### src/common/copperv_pkg.sv
package copperv_pkg;

    // ISA widths
    localparam int XLEN           = 32;
    localparam int REG_ADDR_WIDTH = 5;

    typedef logic [XLEN-1:0]           word_t;
    typedef logic [REG_ADDR_WIDTH-1:0] reg_addr_t;

    typedef logic [1:0] inst_type_t;
    localparam inst_type_t INST_TYPE_IMM     = 2'd0; // LUI
    localparam inst_type_t INST_TYPE_INT_IMM = 2'd1; // OP-IMM group
    localparam inst_type_t INST_TYPE_OTHER   = 2'd2;

    typedef logic rd_din_sel_t;
    localparam rd_din_sel_t RD_DIN_SEL_IMM = 1'b0;
    localparam rd_din_sel_t RD_DIN_SEL_ALU = 1'b1;

    typedef logic pc_next_sel_t;
    localparam pc_next_sel_t PC_NEXT_SEL_STALL = 1'b0;
    localparam pc_next_sel_t PC_NEXT_SEL_INCR  = 1'b1;

    typedef logic alu_din1_sel_t;
    localparam alu_din1_sel_t ALU_DIN1_SEL_RS1 = 1'b0;
    localparam alu_din1_sel_t ALU_DIN1_SEL_PC  = 1'b1;

    typedef logic alu_din2_sel_t;
    localparam alu_din2_sel_t ALU_DIN2_SEL_IMM = 1'b0;
    localparam alu_din2_sel_t ALU_DIN2_SEL_RS2 = 1'b1;

    typedef logic [3:0] alu_op_t;
    localparam alu_op_t ALU_ADD  = 4'd0;
    localparam alu_op_t ALU_SLT  = 4'd1;
    localparam alu_op_t ALU_SLTU = 4'd2;
    localparam alu_op_t ALU_XOR  = 4'd3;
    localparam alu_op_t ALU_OR   = 4'd4;
    localparam alu_op_t ALU_AND  = 4'd5;
    localparam alu_op_t ALU_SLL  = 4'd6;
    localparam alu_op_t ALU_SRL  = 4'd7;
    localparam alu_op_t ALU_SRA  = 4'd8;

    localparam logic [6:0] OPCODE_LUI    = 7'b0110111;
    localparam logic [6:0] OPCODE_OP_IMM = 7'b0010011;

    localparam word_t RESET_PC = 32'h0000_0000;

    // Core sequencing states
    typedef enum logic [2:0] {
        STATE_RESET,
        STATE_IDLE,
        STATE_FETCH,
        STATE_LOAD,
        STATE_EXEC,
        STATE_MEM // reserved
    } state_t;

endpackage
### src/hdl/copperv.sv
`timescale 1ns/100ps

module copperv import copperv_pkg::*; (
    input  logic      clk,
    input  logic      rst,
    input  logic      arready,
    input  logic      rvalid,
    input  word_t     rdata,
    output logic      arvalid,
    output word_t     araddr,
    output logic      rready,
    output logic      wb_valid,
    output reg_addr_t wb_addr,
    output word_t     wb_data
);

    logic          inst_fetch;
    logic          inst_valid;
    logic          rd_en;
    logic          rs1_en;
    logic          rs2_en;
    rd_din_sel_t   rd_din_sel;
    pc_next_sel_t  pc_next_sel;
    alu_din1_sel_t alu_din1_sel;
    alu_din2_sel_t alu_din2_sel;
    inst_type_t    inst_type;
    alu_op_t       alu_op;
    reg_addr_t     rd;
    reg_addr_t     rs1;
    reg_addr_t     rs2;
    word_t         inst;
    word_t         pc;
    word_t         imm;
    word_t         rs1_dout;
    word_t         rs2_dout;
    word_t         alu_din1;
    word_t         alu_din2;
    word_t         alu_dout;
    word_t         rd_din;

    control_unit control_unit_i (
        .clk, .rst, .inst_type, .inst_valid, .inst_fetch, .rd_en, .rs1_en, .rs2_en,
        .rd_din_sel, .pc_next_sel, .alu_din1_sel, .alu_din2_sel
    );

    fetch_unit fetch_unit_i (
        .clk, .rst, .inst_fetch, .pc_next_sel, .arready, .rvalid, .rdata,
        .arvalid, .araddr, .rready, .inst_valid, .inst, .pc
    );

    idecoder idecoder_i (.inst, .inst_type, .rd, .rs1, .rs2, .imm, .alu_op);

    reg_file reg_file_i (
        .clk, .rst, .rs1_en, .rs2_en, .rs1, .rs2, .rd, .rd_en, .rd_din,
        .rs1_dout, .rs2_dout
    );

    alu alu_i (.alu_op, .din1(alu_din1), .din2(alu_din2), .dout(alu_dout));

    // Operand and write-back muxes
    assign alu_din1 = (alu_din1_sel == ALU_DIN1_SEL_PC) ? pc : rs1_dout;
    assign alu_din2 = (alu_din2_sel == ALU_DIN2_SEL_RS2) ? rs2_dout : imm;
    assign rd_din   = (rd_din_sel == RD_DIN_SEL_ALU) ? alu_dout : imm;

    // Retire port
    assign wb_valid = rd_en;
    assign wb_addr  = rd;
    assign wb_data  = rd_din;

endmodule

### src/hdl/control_unit.sv
`timescale 1ns/100ps

module control_unit import copperv_pkg::*; (
    input  logic          clk,
    input  logic          rst,
    input  inst_type_t    inst_type,
    input  logic          inst_valid,
    output logic          inst_fetch,
    output logic          rd_en,
    output logic          rs1_en,
    output logic          rs2_en,
    output rd_din_sel_t   rd_din_sel,
    output pc_next_sel_t  pc_next_sel,
    output alu_din1_sel_t alu_din1_sel,
    output alu_din2_sel_t alu_din2_sel
);

    state_t state;
    state_t state_next;

    always_ff @(posedge clk) begin
        if (!rst)
            state <= STATE_RESET;
        else
            state <= state_next;
    end

    always_comb begin
        state_next = STATE_FETCH;
        case (state)
            STATE_RESET: begin
                state_next = STATE_FETCH;
            end
            STATE_FETCH: begin
                state_next = STATE_IDLE;
            end
            STATE_IDLE: begin
                if (inst_valid)
                    state_next = STATE_LOAD;
                else
                    state_next = STATE_IDLE;
            end
            STATE_LOAD: begin
                // LUI retires here, everything else goes through EXEC
                if (inst_type == INST_TYPE_IMM)
                    state_next = STATE_FETCH;
                else
                    state_next = STATE_EXEC;
            end
            STATE_EXEC: begin
                state_next = STATE_FETCH;
            end
            STATE_MEM: begin
                state_next = STATE_FETCH; // Not entered
            end
            default: begin
                state_next = STATE_FETCH;
            end
        endcase
    end

    always_comb begin
        inst_fetch   = 1'b0;
        rd_en        = 1'b0;
        rs1_en       = 1'b0;
        rs2_en       = 1'b0; // No register-register ops yet
        rd_din_sel   = RD_DIN_SEL_IMM;
        pc_next_sel  = PC_NEXT_SEL_STALL;
        alu_din1_sel = ALU_DIN1_SEL_RS1;
        alu_din2_sel = ALU_DIN2_SEL_IMM;
        case (state)
            STATE_FETCH: begin
                inst_fetch  = 1'b1;
                pc_next_sel = PC_NEXT_SEL_INCR;
            end
            STATE_LOAD: begin
                case (inst_type)
                    INST_TYPE_IMM: begin
                        rd_en      = 1'b1;
                        rd_din_sel = RD_DIN_SEL_IMM;
                    end
                    INST_TYPE_INT_IMM: begin
                        rs1_en = 1'b1; // Operand ready for EXEC
                    end
                    default: begin
                    end
                endcase
            end
            STATE_EXEC: begin
                if (inst_type == INST_TYPE_INT_IMM) begin
                    rd_en        = 1'b1;
                    rd_din_sel   = RD_DIN_SEL_ALU;
                    alu_din1_sel = ALU_DIN1_SEL_RS1;
                    alu_din2_sel = ALU_DIN2_SEL_IMM;
                end
            end
            default: begin
            end
        endcase
    end

endmodule

### src/hdl/fetch_unit.sv
`timescale 1ns/100ps

module fetch_unit import copperv_pkg::*; (
    input  logic         clk,
    input  logic         rst,
    input  logic         inst_fetch,
    input  pc_next_sel_t pc_next_sel,
    input  logic         arready,
    input  logic         rvalid,
    input  word_t        rdata,
    output logic         arvalid,
    output word_t        araddr,
    output logic         rready,
    output logic         inst_valid,
    output word_t        inst,
    output word_t        pc
);

    typedef enum logic [1:0] {
        PHASE_IDLE,
        PHASE_ADDR,
        PHASE_DATA
    } phase_t;

    phase_t phase;

    always_ff @(posedge clk) begin
        if (!rst) begin
            phase      <= PHASE_IDLE;
            arvalid    <= 1'b0;
            rready     <= 1'b0;
            inst_valid <= 1'b0;
            pc         <= RESET_PC;
        end else begin
            inst_valid <= 1'b0;
            if (pc_next_sel == PC_NEXT_SEL_INCR)
                pc <= pc + word_t'(4);
            case (phase)
                PHASE_IDLE: begin
                    if (inst_fetch) begin
                        arvalid <= 1'b1;
                        phase   <= PHASE_ADDR;
                    end
                end
                PHASE_ADDR: begin
                    if (arready) begin // AR accepted
                        arvalid <= 1'b0;
                        rready  <= 1'b1;
                        phase   <= PHASE_DATA;
                    end
                end
                PHASE_DATA: begin
                    if (rvalid) begin
                        rready     <= 1'b0;
                        inst_valid <= 1'b1;
                        phase      <= PHASE_IDLE;
                    end
                end
                default: phase <= PHASE_IDLE;
            endcase
        end
    end

    // Address and instruction registers
    always_ff @(posedge clk) begin
        if (phase == PHASE_IDLE && inst_fetch)
            araddr <= pc;
        if (phase == PHASE_DATA && rvalid)
            inst <= rdata;
    end

endmodule

### src/hdl/reg_file.sv
`timescale 1ns/100ps

module reg_file import copperv_pkg::*; (
    input  logic      clk,
    input  logic      rst,
    input  logic      rs1_en,
    input  logic      rs2_en,
    input  reg_addr_t rs1,
    input  reg_addr_t rs2,
    input  reg_addr_t rd,
    input  logic      rd_en,
    input  word_t     rd_din,
    output word_t     rs1_dout,
    output word_t     rs2_dout
);

    word_t regs [1:31]; // x0 has no storage

    always_ff @(posedge clk) begin
        if (rd_en && rd != '0)
            regs[rd] <= rd_din;
    end

    // Held operands, valid the cycle after the enable
    always_ff @(posedge clk) begin
        if (!rst) begin
            rs1_dout <= '0;
            rs2_dout <= '0;
        end else begin
            if (rs1_en)
                rs1_dout <= (rs1 == '0) ? '0 : regs[rs1];
            if (rs2_en)
                rs2_dout <= (rs2 == '0) ? '0 : regs[rs2];
        end
    end

endmodule

### src/hdl/idecoder.sv
`timescale 1ns/100ps

module idecoder import copperv_pkg::*; (
    input  word_t      inst,
    output inst_type_t inst_type,
    output reg_addr_t  rd,
    output reg_addr_t  rs1,
    output reg_addr_t  rs2,
    output word_t      imm,
    output alu_op_t    alu_op
);

    logic [6:0] opcode;
    logic [2:0] funct3;
    logic [6:0] funct7;

    assign opcode = inst[6:0];
    assign funct3 = inst[14:12];
    assign funct7 = inst[31:25];

    assign rd  = inst[11:7];
    assign rs1 = inst[19:15];
    assign rs2 = inst[24:20];

    // U-immediate for LUI, I-immediate for the rest
    assign imm = (opcode == OPCODE_LUI) ? {inst[31:12], 12'b0} :
                 {{(XLEN-12){inst[31]}}, inst[31:20]};

    always_comb begin
        inst_type = INST_TYPE_OTHER;
        alu_op    = ALU_ADD;
        case (opcode)
            OPCODE_LUI: begin
                inst_type = INST_TYPE_IMM;
            end
            OPCODE_OP_IMM: begin
                inst_type = INST_TYPE_INT_IMM;
                case (funct3)
                    3'b000: alu_op = ALU_ADD;
                    3'b010: alu_op = ALU_SLT;
                    3'b011: alu_op = ALU_SLTU;
                    3'b100: alu_op = ALU_XOR;
                    3'b110: alu_op = ALU_OR;
                    3'b111: alu_op = ALU_AND;
                    3'b001: begin
                        alu_op = ALU_SLL;
                        if (funct7 != 7'b0000000)
                            inst_type = INST_TYPE_OTHER;
                    end
                    3'b101: begin
                        // Bit 30 picks arithmetic shift
                        alu_op = inst[30] ? ALU_SRA : ALU_SRL;
                        if (funct7[6] || funct7[4:0] != 5'b00000)
                            inst_type = INST_TYPE_OTHER;
                    end
                    default: begin
                        inst_type = INST_TYPE_OTHER;
                    end
                endcase
            end
            default: begin
                inst_type = INST_TYPE_OTHER;
            end
        endcase
    end

endmodule

### src/hdl/alu.sv
`timescale 1ns/100ps

module alu import copperv_pkg::*; (
    input  alu_op_t alu_op,
    input  word_t   din1,
    input  word_t   din2,
    output word_t   dout
);

    logic [4:0] shamt;
    logic       lt_signed;
    logic       lt_unsigned;

    assign shamt       = din2[4:0];
    assign lt_signed   = $signed(din1) < $signed(din2);
    assign lt_unsigned = din1 < din2;

    always_comb begin
        case (alu_op)
            ALU_ADD:  dout = din1 + din2;
            ALU_SLT:  dout = {{(XLEN-1){1'b0}}, lt_signed};
            ALU_SLTU: dout = {{(XLEN-1){1'b0}}, lt_unsigned};
            ALU_XOR:  dout = din1 ^ din2;
            ALU_OR:   dout = din1 | din2;
            ALU_AND:  dout = din1 & din2;
            ALU_SLL:  dout = din1 << shamt;
            ALU_SRL:  dout = din1 >> shamt;
            ALU_SRA:  dout = word_t'($signed(din1) >>> shamt); // Sign fill
            default:  dout = din1 + din2;
        endcase
    end

endmodule

### config.mk
export PLATFORM = sky130hd
export DESIGN_NAME = copperv
export DESIGN_NICKNAME = d
export VERILOG_FILES = /design/src/common/copperv_pkg.sv /design/src/hdl/copperv.sv /design/src/hdl/control_unit.sv /design/src/hdl/fetch_unit.sv /design/src/hdl/reg_file.sv /design/src/hdl/idecoder.sv /design/src/hdl/alu.sv
export SDC_FILE = /design/constraint.sdc
export NUM_CORES = 1
export LEC_CHECK = 0
export BUFFER_PORTS_ARGS = -buffer_cell sky130_fd_sc_hd__buf_2
export CAP_MARGIN = 15
export CORE_MARGIN = 2
export CORE_UTILIZATION = 50
export CTS_BUF_LIST = sky130_fd_sc_hd__clkbuf_2
export DETAILED_ROUTE_END_ITERATION = 10
export PLACE_DENSITY = 0.66
export SYNTH_ARGS = -nofsm -noshare
export SYNTH_HDL_FRONTEND = slang
export SYNTH_SLANG_ARGS = --single-unit
### constraint.sdc
create_clock -name clk -period 6.3 [get_ports clk]
set_input_delay 0 -clock clk [delete_from_list [all_inputs] [get_ports clk]]
set_output_delay 0 -clock clk [all_outputs]
set_load 0.005 [all_outputs]
# After elaboration in Yosys (flattened, before gate mapping)
# Memories as Yosys holds them, arrays and structs flattened. A register that Yosys moved wholly into a read port is not among the register bits.
# Cells that the tools add are included.
dict set report word_totals {
  regBits 136
  mem_bits_rw 992
  inputBits 36
  output_inout_bits 72
  elab_cells 98
  memories 1
}
# name words word_bits read_ports rd_clocked_by_memory_dff write_ports line
set mem_list {}
lappend mem_list {reg_file_i.regs 31 32 1 1 1 reg_file.sv:17} ;# word_t regs [1:31];
dict set report op_classes {
  addsub 2
  order_cmp 2
  eq_ne 27
  n_shift 3
  mux 34
  bitwise_logic 3
  reduce_logical 17
}
# cell count
set ops {}
lappend ops {{case mux 32 bit (8 select lines)} 1}
lappend ops {{less-than comparator 32 bit} 2}
lappend ops {{two-way mux 32 bit} 2}
lappend ops {{adder 32 x 3 -> 32 bit (second input constant)} 1}
lappend ops {{adder 32 bit} 1}
lappend ops {{bitwise AND 32 bit} 1}
lappend ops {{OR 32 bit} 1}
lappend ops {{case mux 4 bit (8 select lines)} 1}
lappend ops {{<< shifter 32 x 5 -> 32 bit} 1}
lappend ops {{right shift 32 x 5 -> 32 bit} 1}
lappend ops {{>>> shifter 32 x 5 -> 32 bit} 1}
lappend ops {{XOR 32 bit} 1}
lappend ops {{two-way mux 31 bit} 1}
lappend ops {{equality test 4 x 3 -> 1 bit (second input constant)} 4}
lappend ops {{equality test 3 bit (second input constant)} 5}
lappend ops {{equality test 3 x 2 -> 1 bit (second input constant)} 4}
lappend ops {{two-way mux 1 bit} 12}
lappend ops {{two-way mux 2 bit} 6}
lappend ops {{nonzero test 5 bit} 2}
lappend ops {{case mux 3 bit (3 select lines)} 1}
lappend ops {{AND reduction 3 bit} 3}
lappend ops {{equality test 4 x 2 -> 1 bit (second input constant)} 2}
lappend ops {{two-way mux 4 bit} 2}
lappend ops {{case mux 2 bit (2 select lines)} 2}
lappend ops {{other kinds (21)} 30}

# Logic depth before layout (Yosys ltp)
# Gate-level depths: netlist of run 1.
dict set report logic_depth {
  word_depth 11
  mapped_depth 20
  depth_no_buf 16
}

# Hierarchy
# From an unflattened synthesis of run 1, not the netlist that was laid out.
dict set report unflattened {
  cells_unflattened 4594
  hier_area_um2 62479.9
}
# mod n_inst cells_per_inst area_each_um2 seq_area_each_um2
set by_module_without_submodules {}
lappend by_module_without_submodules {reg_file 1 3095 49154.6 31069.8}
lappend by_module_without_submodules {alu 1 1029 7419.6 0.0}
lappend by_module_without_submodules {fetch_unit 1 261 3529.6 2562.5}
lappend by_module_without_submodules {copperv 1 108 1632.8 0.0}
lappend by_module_without_submodules {idecoder 1 77 539.3 0.0}
lappend by_module_without_submodules {control_unit 1 24 203.9 60.1}

# Worst setup path after synthesis of run 1
# No wires, ideal clock.
dict set report synth_timing {
  path_kind {reg-to-reg}
  start {register fetch_unit_i.inst[3]}
  end {memory reg_file_i.regs[10][28] (netlist bit), data pin}
  setup_time_ns 0.396
  arrival_ns 5.131
  required_ns 5.904
  slack_ns 0.772
  stages_incl_launch_ff 21
  n_path_buf 5
  synth_period_minus_slack_ns 5.528
  path_cell_list {edfxtp_1 nand4b_2 nor2_1 buf_2 buf_1 buf_1 clkbuf_1 nand2_1 nand2_1 inv_1 ha_1 buf_2 and4_1 nand3_1 o211ai_1 a211oi_1 a2111oi_0 o41a_1 or3_1 nand3_1 a22oi_1}
}
dict set report synth_via {
  elab_chain_cells 6
  word_cells_on_any_way 25
  classes_between {add/sub (1); eq/ne (11); shift (3); mux (7); bitwise (3)}
}
# item line
set synth_rtl {}
lappend synth_rtl {{start, declared} fetch_unit.sv:15} ;# output word_t inst,
lappend synth_rtl {{start signal, assigned} fetch_unit.sv:69} ;# inst <= rdata;
lappend synth_rtl {{branches (longest 5 deep; another with adder 32 bit)} n/a}
lappend synth_rtl {{two-way mux 32 bit (*)} copperv.sv:63} ;# assign rd_din = (rd_din_sel == RD_DIN_SEL_ALU) ? alu_dout : imm;
lappend synth_rtl {{named net wb_data[28]} copperv.sv:14} ;# output word_t wb_data
lappend synth_rtl {{end, declared} reg_file.sv:17}
# Mark *: on every way through the listed nets, which the timed path passes.

# Final worst setup path of run 1
dict set report layout_timing {
  start {register fetch_unit_i.inst[3]}
  end {output wb_data[9]}
}
dict set report layout_via {
  elab_chain_cells 6
  word_cells_on_any_way 25
  classes_between {add/sub (1); eq/ne (11); shift (3); mux (7); bitwise (3)}
}
# item line
set layout_rtl {}
lappend layout_rtl {{branches (longest 5 deep; another with adder 32 bit)} n/a}
lappend layout_rtl {{two-way mux 32 bit (*)} copperv.sv:63}
lappend layout_rtl {{end, declared} copperv.sv:14}
# Mark *: on every way between the ends.

==> run summary, run 1 <==
Worst Reg-to-Reg Cells - 15
Yosys warnings - 0
row cnt - 117
placed cells - 4758
max-slew violation count - 0
global-route wire length before repair - 254000 µm
CP Launch Type - flip-flop
Max-Cap Viols - 0
worst path required time - 6.30 ns
leak pwr - 20.0 nW
outcome - finished clean
Hold Path Origin - rdata[15]
register bit total from synthesis - 1129
Synth area leaders - edfxtp_1 (62%), mux4_2 (12%), dfxtp_1 (2.9%), ha_1 (2.4%), mux2i_1 (2.2%)
worst min path class - input pin to flip-flop
largest net degree at the start of global routing - 119
FF-to-FF setup slack - 1.47 ns
router iterations before antenna repair - 8
Reg-to-Reg End - reg_file_i.regs[8][0]
cell area after synthesis - 51300 µm²
io pins - 108
asr flop ratio synth - 0%
EDFF count, synth - 1054
Post-Syn Area per Cell - 15.4 µm²
DRC violations left - 0
Num CTS Buffers - 294
Hold Path Stages - 4
Final Hold Viols - 0
clk slew on worst S/H paths - 0.11 ns
routed via count - 35.0k
WL per Instance - 34.0 µm
global-route usage over all layers - 34.9%
drt total wl - 183000 µm
vias per cell - 6.51
sequential power share - 60.5%
sequential area share after synthesis - 64.7%
area growth from synthesis to layout - 14.0%
Gate power share - 4.5%
Hold Path End - fetch_unit_i.inst[15]
initial antenna violation count - 6
Worst Clk Skew - 0.200 ns
Worst EP arrival - 6.16 ns
vias in the first global route - 34.3k
initial DRC count - 4417
Final setup viols - 0
Core Area - 102000 µm²
routability cong. - 1.06
Synth cell types - 85
total negative setup slack - 0 ns
IO buf count - 105
clock buffer depth - 4
crit-path max FO - 32
Finished Layout Cells - 5376
synth cell count leaders - edfxtp_1 (1054), mux4_2 (278), nor2_1 (239), a21oi_1 (178), nand2_1 (173)
top-count cell post-synth - edfxtp_1
grt total ovfl - 0
Synth area leader - edfxtp_1
chip height - 324 µm
Int Power - 0.0103 W
worst-skew pair later-pin latency - 1.62 ns
Die Width - 324 µm
htree depth - 5
post-DP HPWL - 116000 µm
RSZ-0062 raised after global routing - true
CTS root buffer - clkbuf_2
max_slew headroom - 26.5%
power per cell area - 232 nW/µm²
top-area cell type share of the netlist area - 61.7%
nets - 3951
clock sink total - 1129
Clock power frac - 35.0%
Max Fclk - 162 MHz
Worst IR Drop VDD - 0.250 mV
share of layout cells above drive strength 1 - 29.1%
CTS tree - built
Sw Pwr - 0.00329 W
minimum clock period - 6.16 ns
die footprint - 105000 µm²
post-route ant nets - 0
R2R Path Start - fetch_unit_i.inst[0]
worst-margin pin slew - 1.10 ns
ys flop type - edfxtp_1
Sw Ratio - 24.3%
Initial Util - 50.4%
Post-Synthesis Cells - 3336
WS Path Type - flip-flop to output pin
Tcrit/Tclk final - 97.8%
Critical Path Sink Type - output pin
==> cell type report <==
class / instances / area [µm²]
tap: 1368 / 1710
antenna: 6 / 15.0
clock buffer: 403 / 2020
fill: 7966 / 43300
timing repair buffer: 418 / 3400
multi-input combinational: 1876 / 17400
clock inverter: 79 / 394
sequential: 1129 / 33200
inverter: 97 / 368
==> critical path, cell delays in order, from the launching register on <==
cell      delay (ns)
edfxtp_1        0.46
and4b_1         0.31
buf_4           0.23
nand2_1         0.29
nor2_2          0.56
nand2b_1        0.54
a211oi_1        1.06
o21ai_0         0.22
a21oi_1         0.33
a21oi_2         0.16
buf_4           0.28
buf_2           0.18
==> per-stage QoR <==
stage / setup slack, ns / util (%) / power [W] / hold WS (ns) / area (µm²)
finish: 0.140 / 57.5 / 0.0136 / 0.194 / 58500
detailed placement: 0.595 / 53.6 / 0.00891 / 0.178 / 54500
floorplan: 0.772 / - / 0.00870 / 0.0989 / 51300
global route: -0.00733 / 57.5 / 0.0141 / 0.125 / 58500
CTS: 0.0140 / 57.2 / 0.0137 / 0.00766 / 58200
global placement: 0.456 / 53.6 / 0.00890 / 0.177 / 54500
==> cells by family (layout without fill, tap and decap cells) <==
logic type,after synthesis,in the layout,synth area share [%]
and+or+nand+nor,598,598,5.24
muxes,422,422,15.1
buffers and inverters,334,997,2.63
other,1,8,0.00731
adders and majority gates,99,99,2.43
DFF,1129,1129,64.7
AOI/OAI and AO/OA,707,709,9.13
xor gates and xnor gates,46,46,0.786
==> sequential cells by signal, indices dropped and copies added (netlist names), named ones only <==
| name | flops |
|---|---|
| fetch_unit_i.phase | 2 |
| fetch_unit_i.inst_valid | 1 |
| fetch_unit_i.inst | 32 |
| fetch_unit_i.araddr | 30 |
| reg_file_i.rs1_dout | 32 |
| fetch_unit_i.rready | 1 |
| control_unit_i.state | 3 |
| fetch_unit_i.arvalid | 1 |
| fetch_unit_i.pc | 30 |
| reg_file_i.regs | 992 |
==> timing repair <==
item,CTS,global route
setup buffers,5,10
cloned,1,1
resized for setup,20,33
endpoints found under the hold margin,139,0
pin swaps,3,3
hold buffers,112,0
endpoints found under the setup margin,19,20
==> layer usage <==
layer / vias to the layer above / global-route usage [%] / wire length [µm]
met3: 420 / 8.56 / 18900
met4: 6 / 14.5 / 7640
met1: 17873 / 48.2 / 72800
met5: - / 0 / 30
met2: 2244 / 53.2 / 83400
li1: 14436 / - / -
==> power groups by stage <==
stage	combinational [W]	sequential (W)	clock, W
6_report	0.000609	0.00820	0.00475
3_5_place_dp	0.000541	0.00837	0
5_1_grt	0.000647	0.00820	0.00526
3_3_place_gp	0.000533	0.00837	0
4_1_cts	0.000598	0.00820	0.00487
2_1_floorplan	0.000345	0.00835	0
==> cell usage in the layout, fill, tap and decap left out, types with 32 or more instances in the layout <==
cell,count
edfxtp_1,1054
clkbuf_2,403
mux4_2,278
nor2_1,205
buf_4,177
nand2_1,172
a21oi_1,155
o21ai_0,114
dlygate4sd3_1,112
mux2i_1,111
buf_2,105
ha_1,94
inv_1,90
a211oi_1,79
dfxtp_1,70
clkinv_1,61
a22oi_1,59
nand3_1,38
nor3_1,33
mux2_2,32
==> worst max path at each step <==
stage	from	endpoint	cells past startpoint
after CTS	fetch_unit_i.inst[6]	wb_data[16]	17
after global placement	fetch_unit_i.inst[6]	reg_file_i.regs[16][26]	17
after detailed placement	fetch_unit_i.inst[6]	reg_file_i.regs[10][0]	15
final	fetch_unit_i.inst[3]	wb_data[9]	11
after global routing	fetch_unit_i.inst[1]	wb_data[26]	18
after floorplan	fetch_unit_i.inst[3]	reg_file_i.regs[10][28]	20
(Power assumes the default switching activity.)
==> run 2: changes to the inputs <==
--- a/config.mk
+++ b/config.mk
@@ -7,7 +7,7 @@
 export LEC_CHECK = 0
 export BUFFER_PORTS_ARGS = -buffer_cell sky130_fd_sc_hd__buf_2
 export CAP_MARGIN = 15
-export CORE_MARGIN = 2
+export CORE_MARGIN = 5
 export CORE_UTILIZATION = 50
 export CTS_BUF_LIST = sky130_fd_sc_hd__clkbuf_2
 export DETAILED_ROUTE_END_ITERATION = 10
==> constraint.sdc (replaced) <==
create_clock -name clk -period 7.9 [get_ports clk]
set_input_delay 0 -clock clk [delete_from_list [all_inputs] [get_ports clk]]
set_output_delay 0 -clock clk [all_outputs]
set_load 0.005 [all_outputs]
==> run 2 against run 1 <==
  * Count of clock-buffer cells in the layout decreased by 4
  * Critical endpoint is now wb_data[22]
  * Combinational power decreased by 21%
  * Routed wire length decreased by 1.3%
  * Critical path type unchanged
  * Cell area decreased by 1.1%
  * Largest cell class unchanged
  * Clock power decreased by 22%
  * Via count decreased by 1.5%
  * Clock skew increased by 0.031 ns
  * Sequential power decreased by 20%
==> run summary, run 2 (synthesized netlist as in run 1, its figures left out) <==
Core Area - 102000 µm²
IO buf count - 105
DRC violations left - 0
wl on met1 - 72100 µm
leak pwr - 19.7 nW
drt total wl - 180000 µm
Top Metal Used - met5
FF-to-FF setup slack - 1.78 ns
minimum clock period - 7.59 ns
global-route usage over all layers - 33.1%
CTS resizes - 0
Final Hold Viols - 0
Worst EP arrival - 7.59 ns
crit-path max cell delay - 0.75 ns
initial DRC count - 4223
worst min path class - input pin to flip-flop
Hold Path Stages - 4
Num CTS Buffers - 291
met2 WL - 84300 µm
max-slew violation count - 0
initial antenna violation count - 8
met3 WL post-DR - 16500 µm
share of layout cells above drive strength 1 - 27.8%
io pins - 108
power per cell area - 186 nW/µm²
router iterations before antenna repair - 6
WL per Instance - 33.8 µm
post-DP HPWL - 115000 µm
row cnt - 117
clk slew on worst S/H paths - 0.12 ns
Tcrit/Tclk final - 96.1%
grt total ovfl - 0
hold slack - 0.248 ns
family with the most delay on the worst path - compound AO/OA/AOI/OAI gates
Max Fclk - 132 MHz
vias per cell - 6.47
worst path required time - 7.90 ns
max FFs per register - 992
vias in the first global route - 34.5k
CTS tree - built
total negative setup slack - 0 ns
commonest cells after routing, fill and taps aside - edfxtp_1 (1054), clkbuf_2 (399), mux4_2 (278), nor2_1 (205), nand2_1 (173)
largest net degree at the start of global routing - 111
CTS root buffer - clkbuf_2
CP max-delay cell - a22oi_2
Worst Clk Skew - 0.231 ns
critical path cell sequence - and3b_1, nand2_1, buf_4, nand2_1, clkinv_1, buf_4, a21oi_1, ha_1, and3_1, and3_1, a211oi_1, a21oi_1, o41ai_1, xnor2_1, nand2_1, a22oi_2, buf_4, buf_2
Max-Cap Viols - 0
htree depth - 5
Initial Util - 50.4%
Most flops, register - reg_file_i.regs
Hold Path Origin - rdata[21]
routed via count - 34.5k
nets - 3906
routability cong. - 1.04
worst-margin pin slew - 1.24 ns
total setup buffers inserted after CTS - 0
Die Width - 330 µm
Final Power - 0.0107 W
chip height - 330 µm
WS Path Type - flip-flop to output pin
area growth from synthesis to layout - 12.8%
WP buf/inv - 5
Hold Path End - fetch_unit_i.inst[21]
clock buffer depth - 4
Final setup viols - 0
crit-path max FO - 17
worst-skew pair later-pin latency - 1.63 ns
CP Launch Type - flip-flop
Reg-to-Reg End - reg_file_i.regs[19][22]
most common cell after layout, fill and taps aside - edfxtp_1
max_slew headroom - 17.7%
placed cells - 4728
fin util - 56.8%
die footprint - 109000 µm²
R2R Path Start - fetch_unit_i.inst[6]
Worst IR Drop VDD - 0.166 mV
Critical Path Sink Type - output pin
biggest regs - reg_file_i.regs: 992 flops, fetch_unit_i.inst: 32 flops, reg_file_i.rs1_dout: 32 flops
post-route ant nets - 0
outcome - finished clean
Worst Reg-to-Reg Cells - 17
global-route wire length before repair - 254000 µm
clock sink total - 1129
Finished Layout Cells - 5330
==> run 2: changes by cell type in the layout (fill, tap and decap cells not counted), moves of 4 or more <==
cell / before / now
buf_6: 5 / 1
buf_12: 16 / 5
a21oi_1: 155 / 163
a21oi_2: 21 / 13
o21ai_0: 114 / 118
clkinv_2: 9 / 13
ha_2: 4 / 0
ha_1: 94 / 98
clkbuf_2: 403 / 399
buf_4: 177 / 150
clkinv_1: 61 / 54
==> run 2: report_power, final <==
part	switching (W)	internal, W
registers	0.0000338	0.00650
logic	0.000266	0.000213
clock network	0.00230	0.00142
total	0.00260	0.00814
==> run 2: worst max-delay path by stage <==
stage / from / to / cells after the start
floorplan: fetch_unit_i.inst[3] / reg_file_i.regs[10][28] / 20
global placement: fetch_unit_i.inst[6] / reg_file_i.regs[6][0] / 15
CTS: fetch_unit_i.inst[6] / wb_data[22] / 14
finish: fetch_unit_i.inst[6] / wb_data[22] / 18
global route: fetch_unit_i.inst[6] / wb_data[22] / 18
detailed placement: fetch_unit_i.inst[6] / reg_file_i.regs[21][0] / 15
==> run 2: layout make-up <==
cell class	instances	area (µm²)
tap	1368	1710
sequential	1129	33200
timing repair buffer	377	2950
multi-input combinational	1875	17200
antenna	9	22.5
inverter	97	367
clock inverter	76	373
fill	8011	43900
clock buffer	399	2000
==> run 2: timing repair <==
action / in CTS / in global routing
hold buffers: 110 / 0
hold endpoints to repair: 139 / 0
endpoints found under the setup margin: 0 / 1
==> run 2: through the flow <==
| step | instance area [µm²] | setup WS, ns |
|---|---|---|
| 4_1_cts | 57700 | 0.152 |
| 5_1_grt | 57800 | -0.0119 |
| 3_3_place_gp | 54200 | 1.87 |
| 2_1_floorplan | 51300 | 2.37 |
| 6_report | 57800 | 0.312 |
| 3_5_place_dp | 54200 | 1.85 |
==> run 2: layer usage <==
metal | track usage (%) | vias up
li1 | - | 14340
met1 | 45.6 | 17705
met2 | 52.0 | 2037
met3 | 7.38 | 384
met4 | 13.1 | 4
met5 | 0 | -
==> run 2: worst min-delay path: cells and delay by family <==
family / cells / cell delay (ns)
buf+inv: 4 / 1.69
